===== config.mk =====
export PLATFORM = sky130hd
export DESIGN_NAME = opn_mmr
export DESIGN_NICKNAME = d
export VERILOG_FILES = /design/src/opn_pkg.sv /design/src/opn_dac_regs.sv /design/src/opn_mmr.sv /design/src/opn_timer_regs.sv /design/src/opn_timing.sv /design/src/opn_write_fsm.sv
export SDC_FILE = /design/constraint.sdc
export NUM_CORES = 1
export LEC_CHECK = 0
export ABC_AREA = 1
export ABC_CLOCK_PERIOD_IN_PS = 2400
export BUFFER_PORTS_ARGS = -buffer_cell sky130_fd_sc_hd__buf_2
export CORE_MARGIN = 3
export CORE_UTILIZATION = 30
export DETAILED_ROUTE_END_ITERATION = 10
export PLACE_DENSITY_LB_ADDON = 0.3
export SLEW_MARGIN = 0
export SYNTH_ARGS = -nofsm -noshare
export SYNTH_HDL_FRONTEND = slang
export SYNTH_SLANG_ARGS = --single-unit

===== constraint.sdc =====
create_clock -name clk -period 2.4 [get_ports clk]
set_input_delay 0.48 -clock clk [delete_from_list [all_inputs] [get_ports clk]]
set_output_delay 0.48 -clock clk [all_outputs]
set_load 0.02 [all_outputs]

===== src/opn_pkg.sv =====
package opn_pkg;

    // Register map decoded the same in both parts
    localparam logic [7:0] REG_TESTYM  = 8'h21;
    localparam logic [7:0] REG_LFO     = 8'h22;
    localparam logic [7:0] REG_CLKA1   = 8'h24;
    localparam logic [7:0] REG_CLKA2   = 8'h25;
    localparam logic [7:0] REG_CLKB    = 8'h26;
    localparam logic [7:0] REG_TIMER   = 8'h27;
    localparam logic [7:0] REG_PCM     = 8'h2A;
    localparam logic [7:0] REG_PCM_EN  = 8'h2B;
    localparam logic [7:0] REG_DACTEST = 8'h2C;
    localparam logic [7:0] REG_CLK_N6  = 8'h2D;
    localparam logic [7:0] REG_CLK_N3  = 8'h2E;
    localparam logic [7:0] REG_CLK_N2  = 8'h2F;

    typedef logic [1:0] div_sel_t;

    localparam div_sel_t DIV_SEL_RST = 2'b11; // Divide by 6 out of reset

    // Prescaler ratio indexed by div_sel with entry 0 in the low bits
    localparam logic [3:0][2:0] DIV_RATIO = {3'd6, 3'd3, 3'd3, 3'd2};

    typedef struct packed {
        logic       part;
        logic [7:0] sel;
        logic [7:0] data;
    } reg_wr_t;

    typedef struct packed {
        logic [9:0] value_a;
        logic [7:0] value_b;
        logic       load_a;
        logic       load_b;
        logic       irq_en_a;
        logic       irq_en_b;
        logic       clr_a;    // Once-only
        logic       clr_b;    // Once-only
        logic       csm;
        logic       effect;   // CH3 special mode
    } timer_cfg_t;

    typedef struct packed {
        logic eg_stop;
        logic pg_stop;
        logic fast_timers;
    } test_cfg_t;

    typedef struct packed {
        logic       en;
        logic [2:0] freq;
    } lfo_cfg_t;

    typedef struct packed {
        logic [8:0] sample;
        logic       en;
    } dac_t;

endpackage


===== src/opn_dac_regs.sv =====
`timescale 1ns/1ns

module opn_dac_regs
    import opn_pkg::*;
(
    input  logic    clk,
    input  logic    rst,
    input  logic    clk_en,
    input  logic    wr_stb,
    input  reg_wr_t wr,
    output dac_t    dac,
    output logic    pcm_wr
);

    always_ff @(posedge clk) begin
        if (rst) begin
            dac    <= '0;
            pcm_wr <= 1'b0;
        end else if (wr_stb) begin
            case (wr.sel)
                REG_PCM: begin
                    // Signed byte to offset binary with LSB forced high
                    dac.sample <= {~wr.data[7], wr.data[6:0], 1'b1};
                    pcm_wr     <= 1'b1;
                end
                REG_DACTEST: dac.sample[0] <= wr.data[3];
                REG_PCM_EN:  dac.en        <= wr.data[7];
                default: ;
            endcase
        end else if (clk_en) begin
            pcm_wr <= 1'b0;
        end
    end

    // Pulse ends at the first quiet clk_en
    a_pcm_wr_clear: assert property (@(posedge clk) disable iff (rst)
        (pcm_wr && clk_en && !wr_stb) |=> !pcm_wr);

endmodule


===== src/opn_mmr.sv =====
`timescale 1ns/1ns

module opn_mmr
    import opn_pkg::*;
#(
    parameter int BUSY_TICKS = 32
) (
    input  logic       clk,
    input  logic       rst,
    input  logic       cen,
    input  logic       write,
    input  logic [1:0] addr,
    input  logic [7:0] din,
    output logic       clk_en,
    output logic       busy,
    output timer_cfg_t timer,
    output test_cfg_t  test,
    output lfo_cfg_t   lfo,
    output dac_t       dac,
    output logic       pcm_wr
);

    logic     wr_stb;
    logic     data_edge;
    reg_wr_t  wr;
    div_sel_t div_sel;

    opn_write_fsm u_fsm (
        .clk       (clk),
        .rst       (rst),
        .write     (write),
        .addr      (addr),
        .din       (din),
        .wr_stb    (wr_stb),
        .wr        (wr),
        .data_edge (data_edge)
    );

    opn_timing #(
        .BUSY_TICKS (BUSY_TICKS)
    ) u_timing (
        .clk       (clk),
        .rst       (rst),
        .cen       (cen),
        .div_sel   (div_sel),
        .data_edge (data_edge),
        .clk_en    (clk_en),
        .busy      (busy)
    );

    opn_timer_regs u_timer_regs (
        .clk     (clk),
        .rst     (rst),
        .clk_en  (clk_en),
        .wr_stb  (wr_stb),
        .wr      (wr),
        .timer   (timer),
        .test    (test),
        .lfo     (lfo),
        .div_sel (div_sel)
    );

    opn_dac_regs u_dac_regs (
        .clk    (clk),
        .rst    (rst),
        .clk_en (clk_en),
        .wr_stb (wr_stb),
        .wr     (wr),
        .dac    (dac),
        .pcm_wr (pcm_wr)
    );

endmodule


===== src/opn_timer_regs.sv =====
`timescale 1ns/1ns

module opn_timer_regs
    import opn_pkg::*;
(
    input  logic       clk,
    input  logic       rst,
    input  logic       clk_en,
    input  logic       wr_stb,
    input  reg_wr_t    wr,
    output timer_cfg_t timer,
    output test_cfg_t  test,
    output lfo_cfg_t   lfo,
    output div_sel_t   div_sel
);

    always_ff @(posedge clk) begin
        if (rst) begin
            timer   <= '0;
            test    <= '0;
            lfo     <= '0;
            div_sel <= DIV_SEL_RST;
        end else if (wr_stb) begin
            case (wr.sel)
                REG_TESTYM: begin
                    test.eg_stop     <= wr.data[5];
                    test.pg_stop     <= wr.data[3];
                    test.fast_timers <= wr.data[2];
                end
                REG_LFO: begin
                    lfo.en   <= wr.data[3];
                    lfo.freq <= wr.data[2:0];
                end
                REG_CLKA1: timer.value_a[9:2] <= wr.data;       // High byte
                REG_CLKA2: timer.value_a[1:0] <= wr.data[1:0];  // Low two bits
                REG_CLKB:  timer.value_b      <= wr.data;
                REG_TIMER: begin
                    // Mode field in bits 7:6
                    timer.effect   <= |wr.data[7:6];
                    timer.csm      <= wr.data[7:6] == 2'b10;
                    timer.clr_b    <= wr.data[5];
                    timer.clr_a    <= wr.data[4];
                    timer.irq_en_b <= wr.data[3];
                    timer.irq_en_a <= wr.data[2];
                    timer.load_b   <= wr.data[1];
                    timer.load_a   <= wr.data[0];
                end
                // Prescaler setting
                REG_CLK_N6: div_sel[1] <= 1'b1;
                REG_CLK_N3: div_sel[0] <= 1'b1;
                REG_CLK_N2: div_sel    <= 2'b00;
                default: ;
            endcase
        end else if (clk_en) begin
            timer.clr_a <= 1'b0;   // Flag clears last one tick
            timer.clr_b <= 1'b0;
        end
    end

endmodule


===== src/opn_timing.sv =====
`timescale 1ns/1ns

module opn_timing
    import opn_pkg::*;
#(
    parameter int BUSY_TICKS = 32
) (
    input  logic     clk,
    input  logic     rst,
    input  logic     cen,
    input  div_sel_t div_sel,
    input  logic     data_edge,
    output logic     clk_en,
    output logic     busy
);

    localparam int BW = $clog2(BUSY_TICKS + 1);

    logic [2:0]    pre_cnt;
    logic [2:0]    ratio;
    logic          pre_wrap;
    logic [BW-1:0] busy_cnt;

    assign ratio    = DIV_RATIO[div_sel];
    assign pre_wrap = pre_cnt >= ratio - 3'd1; // Catch up at once when the ratio shrinks
    assign clk_en   = cen & pre_wrap;

    // Prescaler advances on cen only
    always_ff @(posedge clk) begin
        if (rst) begin
            pre_cnt <= 3'd0;
        end else if (cen) begin
            if (pre_wrap) begin
                pre_cnt <= 3'd0;
            end else begin
                pre_cnt <= pre_cnt + 3'd1;
            end
        end
    end

    // Busy window measured in clk_en ticks
    always_ff @(posedge clk) begin
        if (rst) begin
            busy     <= 1'b0;
            busy_cnt <= '0;
        end else if (data_edge) begin
            busy     <= 1'b1;   // Restart on every data write
            busy_cnt <= '0;
        end else if (busy && clk_en) begin
            if (busy_cnt == BW'(BUSY_TICKS - 1)) begin
                busy <= 1'b0;
            end
            busy_cnt <= busy_cnt + 1'b1;
        end
    end

    a_clk_en_single: assert property (@(posedge clk) disable iff (rst)
        clk_en |=> !clk_en);

endmodule


===== src/opn_write_fsm.sv =====
`timescale 1ns/1ns

module opn_write_fsm
    import opn_pkg::*;
(
    input  logic       clk,
    input  logic       rst,
    input  logic       write,
    input  logic [1:0] addr,
    input  logic [7:0] din,
    output logic       wr_stb,
    output reg_wr_t    wr,
    output logic       data_edge
);

    typedef enum logic {
        ADDR_PHASE,
        DATA_READY
    } state_t;

    state_t     state;
    logic       write_q;  // Previous write level
    logic [7:0] sel_q;
    logic       part_q;
    logic       addr_wr;
    logic       data_wr;

    assign addr_wr   = write & ~addr[0];
    assign data_wr   = write & addr[0];
    assign data_edge = data_wr & ~write_q; // First cycle of a data write

    always_ff @(posedge clk) begin
        if (rst) begin
            state   <= ADDR_PHASE;
            write_q <= 1'b0;
            wr_stb  <= 1'b0;
        end else begin
            write_q <= write;
            wr_stb  <= data_wr;
            if (addr_wr) begin
                state <= DATA_READY;
            end
        end
    end

    always_ff @(posedge clk) begin
        if (addr_wr) begin
            sel_q  <= din;
            part_q <= addr[1];
        end
        if (data_wr) begin
            wr.data <= din;
            if (state == DATA_READY) begin
                wr.sel  <= sel_q;
                wr.part <= part_q;
            end else begin
                wr.sel  <= 8'h00; // No address yet so nothing decodes
                wr.part <= 1'b0;
            end
        end
    end

    // Strobe only follows a bus write
    a_stb_after_write: assert property (@(posedge clk) disable iff (rst)
        wr_stb |-> $past(write));

endmodule


# --- Word-level counts from Yosys, hierarchy flattened ---
# Index checks and enable logic that the tools add are counted.
classes:
  n_addsub: 3
  magnitude_cmp: 2
  n_eq_ne: 16
  mux: 15
  n_bitwise: 7
  n_reduce_logical: 23
op_table:
  columns: ["op", "count"]
  rows:
  - ["$eq 8x6->1 const B", 12]
  - ["$reduce_and 2->1", 14]
  - ["$reduce_bool 2->1", 6]
  - ["$add 6x1->6 const B", 1]
  - ["$bmux 3 s2", 1]
  - ["$eq 6x5->1 const B", 1]
  - ["$mux 1", 6]
  - ["$mux 3", 2]
  - ["$pmux 1 s2", 3]
  - ["$and 1x1->1", 4]
  - ["$mux 2", 2]
  - ["$mux 4", 1]
  - ["$ne 2x1->1 const B", 2]
  - ["$reduce_or 2->1", 2]
  - ["$add 3x1->3 const B", 1]
  - ["$ge 3x3->1", 1]
  - ["$lt 2x3->1 const B", 1]
  - ["$not 1->1", 3]
  - ["$sub 3x1->3 const B", 1]
  - ["$eq 2x2->1 const B", 1]
  - ["$logic_and 1x1->1", 1]
totals:
  register_bits: 83
  output_inout_bits: 46

# --- Depth between registers and ports, before layout ---
# Gate-level depths: netlist of the first run.
logic_depth:
  ltp_word: 8
  depth_mapped: 11

# --- By module ---
# From an unflattened synthesis of the first run, not the netlist that was laid out.
unflattened:
  hier_cells: 427
  hier_area_um2: 3568.4
modules_own_cells:
  columns: ["mod", "n_inst", "cells_each", "area_each_um2", "seq_area_each_um2"]
  rows:
  - ["opn_timer_regs", 1, 211, 1477.7, 700.7]
  - ["opn_write_fsm", 1, 59, 965.9, 840.8]
  - ["opn_timing", 1, 83, 613.1, 200.2]
  - ["opn_dac_regs", 1, 74, 511.7, 220.2]

# --- Least setup slack after synthesis of the first run ---
# Ideal clock, no wire load.
synth_path:
  path_kind: "reg-to-output"
  from: "register u_timer_regs.div_sel[0]"
  to: "output clk_en"
  t_arrival_ns: 1.290
  required_ns: 1.920
  path_slack_ns: 0.630
  stages_incl_launch_ff: 10
  path_buffers: 0
  cell_sequence: "dfxtp_1 -> ha_1 -> inv_1 -> ha_1 -> inv_1 -> nand2_1 -> nand2_1 -> nand2_1 -> nand2_1 -> inv_1"
synth_between:
  elab_chain_cells: 5
synth_lines:
  columns: ["item", "line", "rtl"]
  rows:
  - ["from (decl)", "opn_timer_regs.sv:14", "output div_sel_t div_sel"]
  - ["from (signal assigned)", "opn_timer_regs.sv:22", "div_sel <= DIV_SEL_RST;"]
  - ["from (signal assigned)", "opn_timer_regs.sv:50", "REG_CLK_N3: div_sel[0] <= 1'b1;"]
  - ["from (signal assigned)", "opn_timer_regs.sv:51", "REG_CLK_N2: div_sel <= 2'b00;"]
  - ["$bmux 3 s2", "opn_timing.sv:24", "assign ratio = DIV_RATIO[div_sel];"]
  - ["$mux 3 (implied by the code)", "opn_timing.sv:24", null]
  - ["$sub 3x1->3", "opn_timing.sv:25", "assign pre_wrap = pre_cnt >= ratio - 3'd1;"]
  - ["$ge 3x3->1", "opn_timing.sv:25", null]
  - ["$and 1x1->1", "opn_timing.sv:26", "assign clk_en = cen & pre_wrap;"]
  - ["to (decl)", "opn_mmr.sv:14", "output logic clk_en,"]
# No other way between the ends. The select of a mux whose other input is x is not followed.

# --- Worst setup path after layout of the first run ---
# Same ends and word-level chain as after synthesis.

==> results.py, run 1 <==
metrics = {
    "cts": {
        "htreeDepth": 3,
        "clk_latency_ns": 0.34,
        "postCtsHoldBufs": 0,
        "cts.sinks": 83,
        "clk_pin_slew_worst_paths_ns": 0.08,
        "cts_max_path_buffers": 2,
        "ctsRootBufferMaster": "clkbuf_8",
        "cts_made_buffers": 9,
        "cts_tree": "done",
    },
    "worst_hold_path": {
        "holdPathStages": 1,
        "min_path_type": "primary input to flip-flop",
        "hold_path_startpoint": "din[1]",
        "holdPathEnd": "u_fsm.wr[1]$_DFFE_PP_",
    },
    "global_route": {
        "grt-ovfl-total": 0,
        "antenna_found_initial": 0,
        "grt_pass1_vias": 2593,
        "track_usage_pct": 12.48,
        "grt_max_degree": 32,
        "grt_pass1_wl_microns": 12410,
    },
    "detailed_routing": {
        "drc": 0,
        "post_drt_wl_per_cell_microns": 12.57,
        "drt_pass1_iterations": 4,
        "ant_nets": 0,
        "postRouteWirelength_microns": 7355,
        "post_drt_via_cell_ratio": 4.426,
        "vias": 2589,
        "drt_iter0_markers": 74,
    },
    "critical_path": {
        "crit_path_start_kind": "flip-flop",
        "critical_path.top_delay_family": "adder cells",
        "worst-path-max-fanout": 3,
        "rr_startpoint": "u_timer_regs.div_sel[0]$_SDFFE_PP1P_",
        "worstPathArrival_ns": 1.74,
        "critPathBufInv": 4,
        "worstReg2RegEnd": "u_timing.busy_cnt[0]$_SDFFE_PP0P_",
        "cp.required_ns": 1.92,
        "end_kind": "primary output",
        "path_common_cell": "inv_1",
        "timing.setup.critical_path_class": "flip-flop to primary output",
        "max_stage_delay_ns": 0.32,
        "cp_cell_sequence": "ha_1, inv_1, ha_1, inv_1, nand2_1, nand2_1, nand2_2, nand2_2, inv_1, buf_4",
        "slowest_stage": "dfxtp_1",
        "reg2reg_depth": 12,
        "ff2ff_setup_slack_ns": 0.47,
    },
    "final_layout": {
        "nets": 464,
        "antenna_cells": 0,
        "area.sequential_sq_um": 1902,
        "postLayoutCoreUtil_pct": 37.85,
        "stdcell_count": 585,
        "drive_above_1_share_pct": 21.38,
        "multiInputGateArea_sq_um": 1184,
        "area_growth_pct": 20.28,
        "fillers": 1069,
        "finalInstanceArea_sq_um": 3978,
    },
    "logic_synthesis": {
        "syn_nets": 399,
        "synth_cells": 379,
        "seq_area_frac_synth_pct": 57.51,
        "synth_seq_cells": 83,
        "synth_area_per_cell_sq_um": 8.725,
        "synth_cell_types": 29,
        "yosys_warnings": 0,
        "syn_area_sq_um": 3307,
    },
    "floorplanning": {
        "die_w_microns": 111.0,
        "initial_core_util_pct": 31.47,
        "io_pins": 60,
        "row_count": 37,
        "die-height_microns": 111.0,
        "core_region_area_sq_um": 10510,
        "dieArea_sq_um": 12320,
    },
    "place": {
        "place.gp.congestion": 0.7650,
        "place_ws_ns": 0.4438,
        "hpwl_microns": 5461,
        "port-buffer-count": 58,
        "place_area_sq_um": 3746,
        "place_inst": 568,
    },
    "sta": {
        "max_freq_mhz": 449.8,
        "finalSetupTns_ns": 0,
        "max_slew_margin_pct": 57.71,
        "rsz0062_at_grt": "no",
        "layout_setup_ws_ns": 0.1768,
        "hold_violations": 0,
        "worst_pin_slew_ns": 0.6337,
        "finClkSkew_ns": 0.008100,
        "fin_crit_sh_pct": 92.63,
        "timing.final.max_slew_violations": 0,
        "layout_min_cycle_time_ns": 2.223,
        "setup_viol": 0,
    },
    "pwr": {
        "peakVddDrop_mv": 0.3958,
        "power_density_nw_per_um2": 670.2,
        "p_leak_nw": 1.890,
    },
    "outcome": {
        "status": "finished, final reports clean",
    },
    "flow_run": {
        "maxCapViolCount": 0,
    },
}
==> synth_stat cells <==
cell,n,area share (%)
nor2_1,89,10
nand4_1,2,0.38
edfxtp_1,24,22
inv_2,2,0.23
nand2_1,48,5.4
buf_2,1,0.15
a21oi_2,1,0.26
o21ai_0,37,5.6
nor2_2,2,0.38
nand3_1,13,2.0
o21ai_1,1,0.15
nand2_2,2,0.38
nor2_8,1,0.61
xnor2_1,2,0.53
clkinv_2,2,0.30
nor2_4,2,0.68
nand3b_1,1,0.23
nand3_4,2,1.1
dfxtp_1,59,36
a21oi_1,13,2.0
xor2_1,2,0.53
clkbuf_1,5,0.57
nand3_2,1,0.30
nor3_1,14,2.1
nand2_4,2,0.68
buf_6,2,0.68
clkbuf_2,1,0.15
ha_1,6,2.3
inv_1,42,4.8
==> cell type report <==
cell class | count | area share [%]
Inverter | 46 | 4.404
Sequential cell | 83 | 47.81
Clock inverter | 7 | 2.328
Clock buffer | 9 | 3.114
Tap cell | 136 | 4.278
Timing Repair Buffer | 63 | 8.305
Multi-Input combinational cell | 241 | 29.76
==> state kept, by name, indices dropped and copies added (netlist names) <==
register,flops
u_timer_regs.timer,26
u_fsm.wr,16
u_dac_regs.dac,10
u_fsm.sel_q,8
u_timing.busy_cnt,6
u_timer_regs.lfo,4
u_timer_regs.test,3
u_timing.pre_cnt,3
u_timer_regs.div_sel,2
u_dac_regs.pcm_wr,1
u_fsm.state,1
u_fsm.wr_stb,1
u_fsm.write_q,1
u_timing.busy,1
==> worst max-delay path by stage <==
stage                                         startpoint      to  slack [ns]  depth (start not counted)
finish              u_timer_regs.div_sel[0]$_SDFFE_PP1P_  clk_en        0.18                         10
floorplan           u_timer_regs.div_sel[0]$_SDFFE_PP1P_  clk_en        0.63                          9
CTS                 u_timer_regs.div_sel[0]$_SDFFE_PP1P_  clk_en        0.06                         10
global route        u_timer_regs.div_sel[0]$_SDFFE_PP1P_  clk_en       0.006                         10
detailed placement  u_timer_regs.div_sel[0]$_SDFFE_PP1P_  clk_en        0.44                         10
global placement    u_timer_regs.div_sel[0]$_SDFFE_PP1P_  clk_en        0.47                         10
==> report_power, final <==
part | internal (mW) | switching, mW
sequential | 1.47 | 0.0351
combinational | 0.0301 | 0.0636
clock | 0.582 | 0.480
total | 2.09 | 0.579
==> metal layers <==
layer	part of all wire (%)	track usage [%]
met1	47	15.97
met2	46	20.63
met3	6.2	3.712
met4	1.1	3.202
met5	0	0
==> cells in the final DEF (no fill, tap or decap), types with 4 or more instances in the layout <==
master     n
nor2_1    89
buf_4      6
o21ai_0   37
a21oi_1   13
clkbuf_8   9
ha_1       6
buf_2     57
nand2_1   46
inv_1     42
nand3_1   13
dfxtp_1   59
nand2_2    4
nor3_1    14
edfxtp_1  24
==> metrics by stage <==
| step | total power, mW | hold slack (ns) |
|---|---|---|
| 3_5_place_dp | 1.639 | 0.4357 |
| 3_3_place_gp | 1.636 | 0.4353 |
| 2_1_floorplan | 1.589 | 0.4516 |
| 6_report | 2.666 | 0.3265 |
| 4_1_cts | 2.701 | 0.3121 |
| 5_1_grt | 2.780 | 0.2987 |
==> logic make-up after synthesis <==
| kind of cell | Yosys count | synth area share (%) |
|---|---|---|
| DFF | 83 | 57.51 |
| buffers and inverters | 55 | 6.848 |
| adders and majority gates | 6 | 2.270 |
| and+or+nand+nor | 179 | 24.33 |
| xor gates and xnor gates | 4 | 1.060 |
| AOI/OAI and AO/OA | 52 | 7.983 |
==> repair_timing <==
action / 4_1_cts / 5_1_grt
setup buffers: 0 / 1
resized for setup: 0 / 3
endpoints found under the setup margin: 0 / 1
Note: power is estimated with default switching activity, not from simulation.
==> run 2, diff against run 1 <==
Settings changed: CTS_BUF_LIST set to sky130_fd_sc_hd__clkbuf_2, GPL_TIMING_DRIVEN set to 0.
==> results.py, run 2 (synthesized netlist as in run 1, its figures left out) <==
metrics = {
    "sta": {
        "timing.final.max_slew_violations": 0,
        "fin_crit_sh_pct": 97.50,
        "fin_hold_ws_ns": 0.1274,
        "max_freq_mhz": 427.4,
        "rsz0062_at_grt": "yes",
        "finalSetupTns_ns": 0,
        "hold_violations": 0,
        "setup_viol": 0,
        "finClkSkew_ns": 0.03145,
        "max_slew_margin_pct": 47.94,
        "worst_pin_slew_ns": 0.7781,
        "layout_min_cycle_time_ns": 2.340,
        "layout_setup_ws_ns": 0.06007,
    },
    "outcome": {
        "status": "finished, final reports clean",
    },
    "detailed_routing": {
        "drt_iter0_markers": 124,
        "vias": 2632,
        "drc": 0,
        "post_drt_wl_per_cell_microns": 13.17,
        "m1WireLength_microns": 3730,
        "met3WireLength_microns": 367,
        "postRouteWirelength_microns": 7757,
        "dr_wl_met2_microns": 3555,
        "drt_pass1_iterations": 4,
        "post_drt_via_cell_ratio": 4.469,
        "ant_nets": 0,
        "topRoutingLayerUsed": "met4",
    },
    "global_route": {
        "grt_pass1_wl_microns": 13280,
        "antenna_found_initial": 0,
        "grt-ovfl-total": 0,
        "grt_pass1_vias": 2725,
        "track_usage_pct": 13.23,
        "grt_max_degree": 17,
    },
    "place": {
        "port-buffer-count": 57,
        "place_ws_ns": 0.4548,
        "place.gp.congestion": 0.7944,
        "hpwl_microns": 5652,
    },
    "cts": {
        "cts.sinks": 83,
        "htreeDepth": 3,
        "cts_max_path_buffers": 2,
        "clk_latency_ns": 0.52,
        "cts_tree": "done",
        "clk_pin_slew_worst_paths_ns": 0.23,
        "postCtsHoldBufs": 0,
        "ctsRootBufferMaster": "clkbuf_2",
        "cts_made_buffers": 9,
    },
    "floorplanning": {
        "io_pins": 60,
        "die-height_microns": 111.0,
        "die_w_microns": 111.0,
        "initial_core_util_pct": 31.47,
        "row_count": 37,
        "core_region_area_sq_um": 10510,
        "dieArea_sq_um": 12320,
    },
    "final_layout": {
        "top_regs": "u_timer_regs.timer x26, u_fsm.wr x16, u_dac_regs.dac x10",
        "postLayoutCoreUtil_pct": 37.71,
        "final_common_cell": "nor2_1",
        "fillers": 1075,
        "regMostFlops": "u_timer_regs.timer",
        "drive_above_1_share_pct": 23.18,
        "largest_reg_flops": 26,
        "area_growth_pct": 19.83,
        "antenna_cells": 0,
        "nets": 468,
        "final_cell_mix": "nor2_1, buf_2, dfxtp_1",
    },
    "worst_hold_path": {
        "min_path_type": "primary input to flip-flop",
        "hold_path_startpoint": "din[5]",
    },
    "critical_path": {
        "worstReg2RegEnd": "u_timing.busy_cnt[1]$_SDFFE_PP0P_",
        "cp.required_ns": 1.92,
        "rr_startpoint": "u_timer_regs.div_sel[0]$_SDFFE_PP1P_",
        "crit_path_start_kind": "flip-flop",
        "ff2ff_setup_slack_ns": 0.44,
        "timing.setup.critical_path_class": "flip-flop to primary output",
        "crit_path_end": "clk_en",
        "worstPathArrival_ns": 1.86,
        "end_kind": "primary output",
        "critPathLaunch": "u_timer_regs.div_sel[0]$_SDFFE_PP1P_",
        "reg2reg_depth": 12,
        "worst-path-max-fanout": 2,
    },
    "pwr": {
        "p_total_mw": 2.433,
        "p_leak_nw": 1.870,
        "peakVddDrop_mv": 0.2927,
        "power_density_nw_per_um2": 613.9,
    },
    "flow_run": {
        "maxCapViolCount": 0,
    },
}
-- run 2: cell count changes in the layout (fill, tap and decap cells not counted), moves of 2 or more --
| cell | change |
|---|---|
| buf_4 | -5 |
| buf_6 | +3 |
| clkbuf_1 | +5 |
| clkbuf_2 | +12 |
| clkbuf_8 | -9 |
| dfxtp_1 | -2 |
| dfxtp_2 | +2 |
| ha_1 | -3 |
| ha_4 | +3 |
| inv_1 | -3 |
| inv_2 | +2 |
-- run 2: where the power goes --
part | internal [mW] | total, mW | switching, mW
clock | 0.352 | 0.817 | 0.465
sequential | 1.48 | 1.51 | 0.0338
combinational | 0.0324 | 0.103 | 0.0704
total | 1.86 | 2.43 | 0.569
-- run 2: layout make-up --
cell class | count | area, sq um | area share (%)
well taps | 136 | 170.2 | 4.294
repair buffers | 58 | 299.0 | 7.547
flip-flops and latches | 83 | 1904 | 48.06
plain buffers | 9 | 51.30 | 1.295
multi-input cells | 241 | 1225 | 30.91
clock inverters | 5 | 80.08 | 2.021
inverters | 46 | 177.7 | 4.484
clock buffers | 11 | 55.05 | 1.389
-- run 2: per-stage QoR --
step	area, sq um	cells
finish	3963	589
global route	3963	589
CTS	3959	589
detailed placement	3762	572
global placement	3762	572
floorplan	3307	379
-- run 2: worst min-delay path by stage --
stage	endpoint	slack, ns	depth (start not counted)
2_1_floorplan	u_timer_regs.div_sel[1]$_SDFFE_PP1P_	0.45	2
6_report	u_fsm.wr[5]$_DFFE_PP_	0.13	1
3_3_place_gp	u_dac_regs.dac[0]$_SDFFE_PP0P_	0.44	2
3_5_place_dp	u_dac_regs.dac[0]$_SDFFE_PP0P_	0.44	2
4_1_cts	u_fsm.wr[1]$_DFFE_PP_	0.09	1
5_1_grt	u_fsm.sel_q[1]$_DFFE_PP_	0.06	1
-- run 2: routing by layer --
metal / global-route usage (%) / vias up
li1: - / 1353
met4: 3.284 / 0
met3: 3.766 / 11
met1: 17.28 / 1207
met5: 0 / -
met2: 21.64 / 61
-- run 2: worst max-delay path, stage by stage, from the launching register on --
cell	delay, ns
dfxtp_2	0.38
ha_4	0.27
inv_4	0.04
ha_4	0.25
nand2_1	0.04
inv_1	0.04
nand2_1	0.05
nand2_2	0.07
nand2_2	0.06
inv_2	0.05
buf_6	0.10
-- run 2: what timing repair did --
action / 4_1_cts / 5_1_grt
endpoints found under the hold margin: 0 / 0
setup buffers: 1 / 0
pin swaps: 2 / 4
endpoints found under the setup margin: 1 / 1
resized for setup: 12 / 2
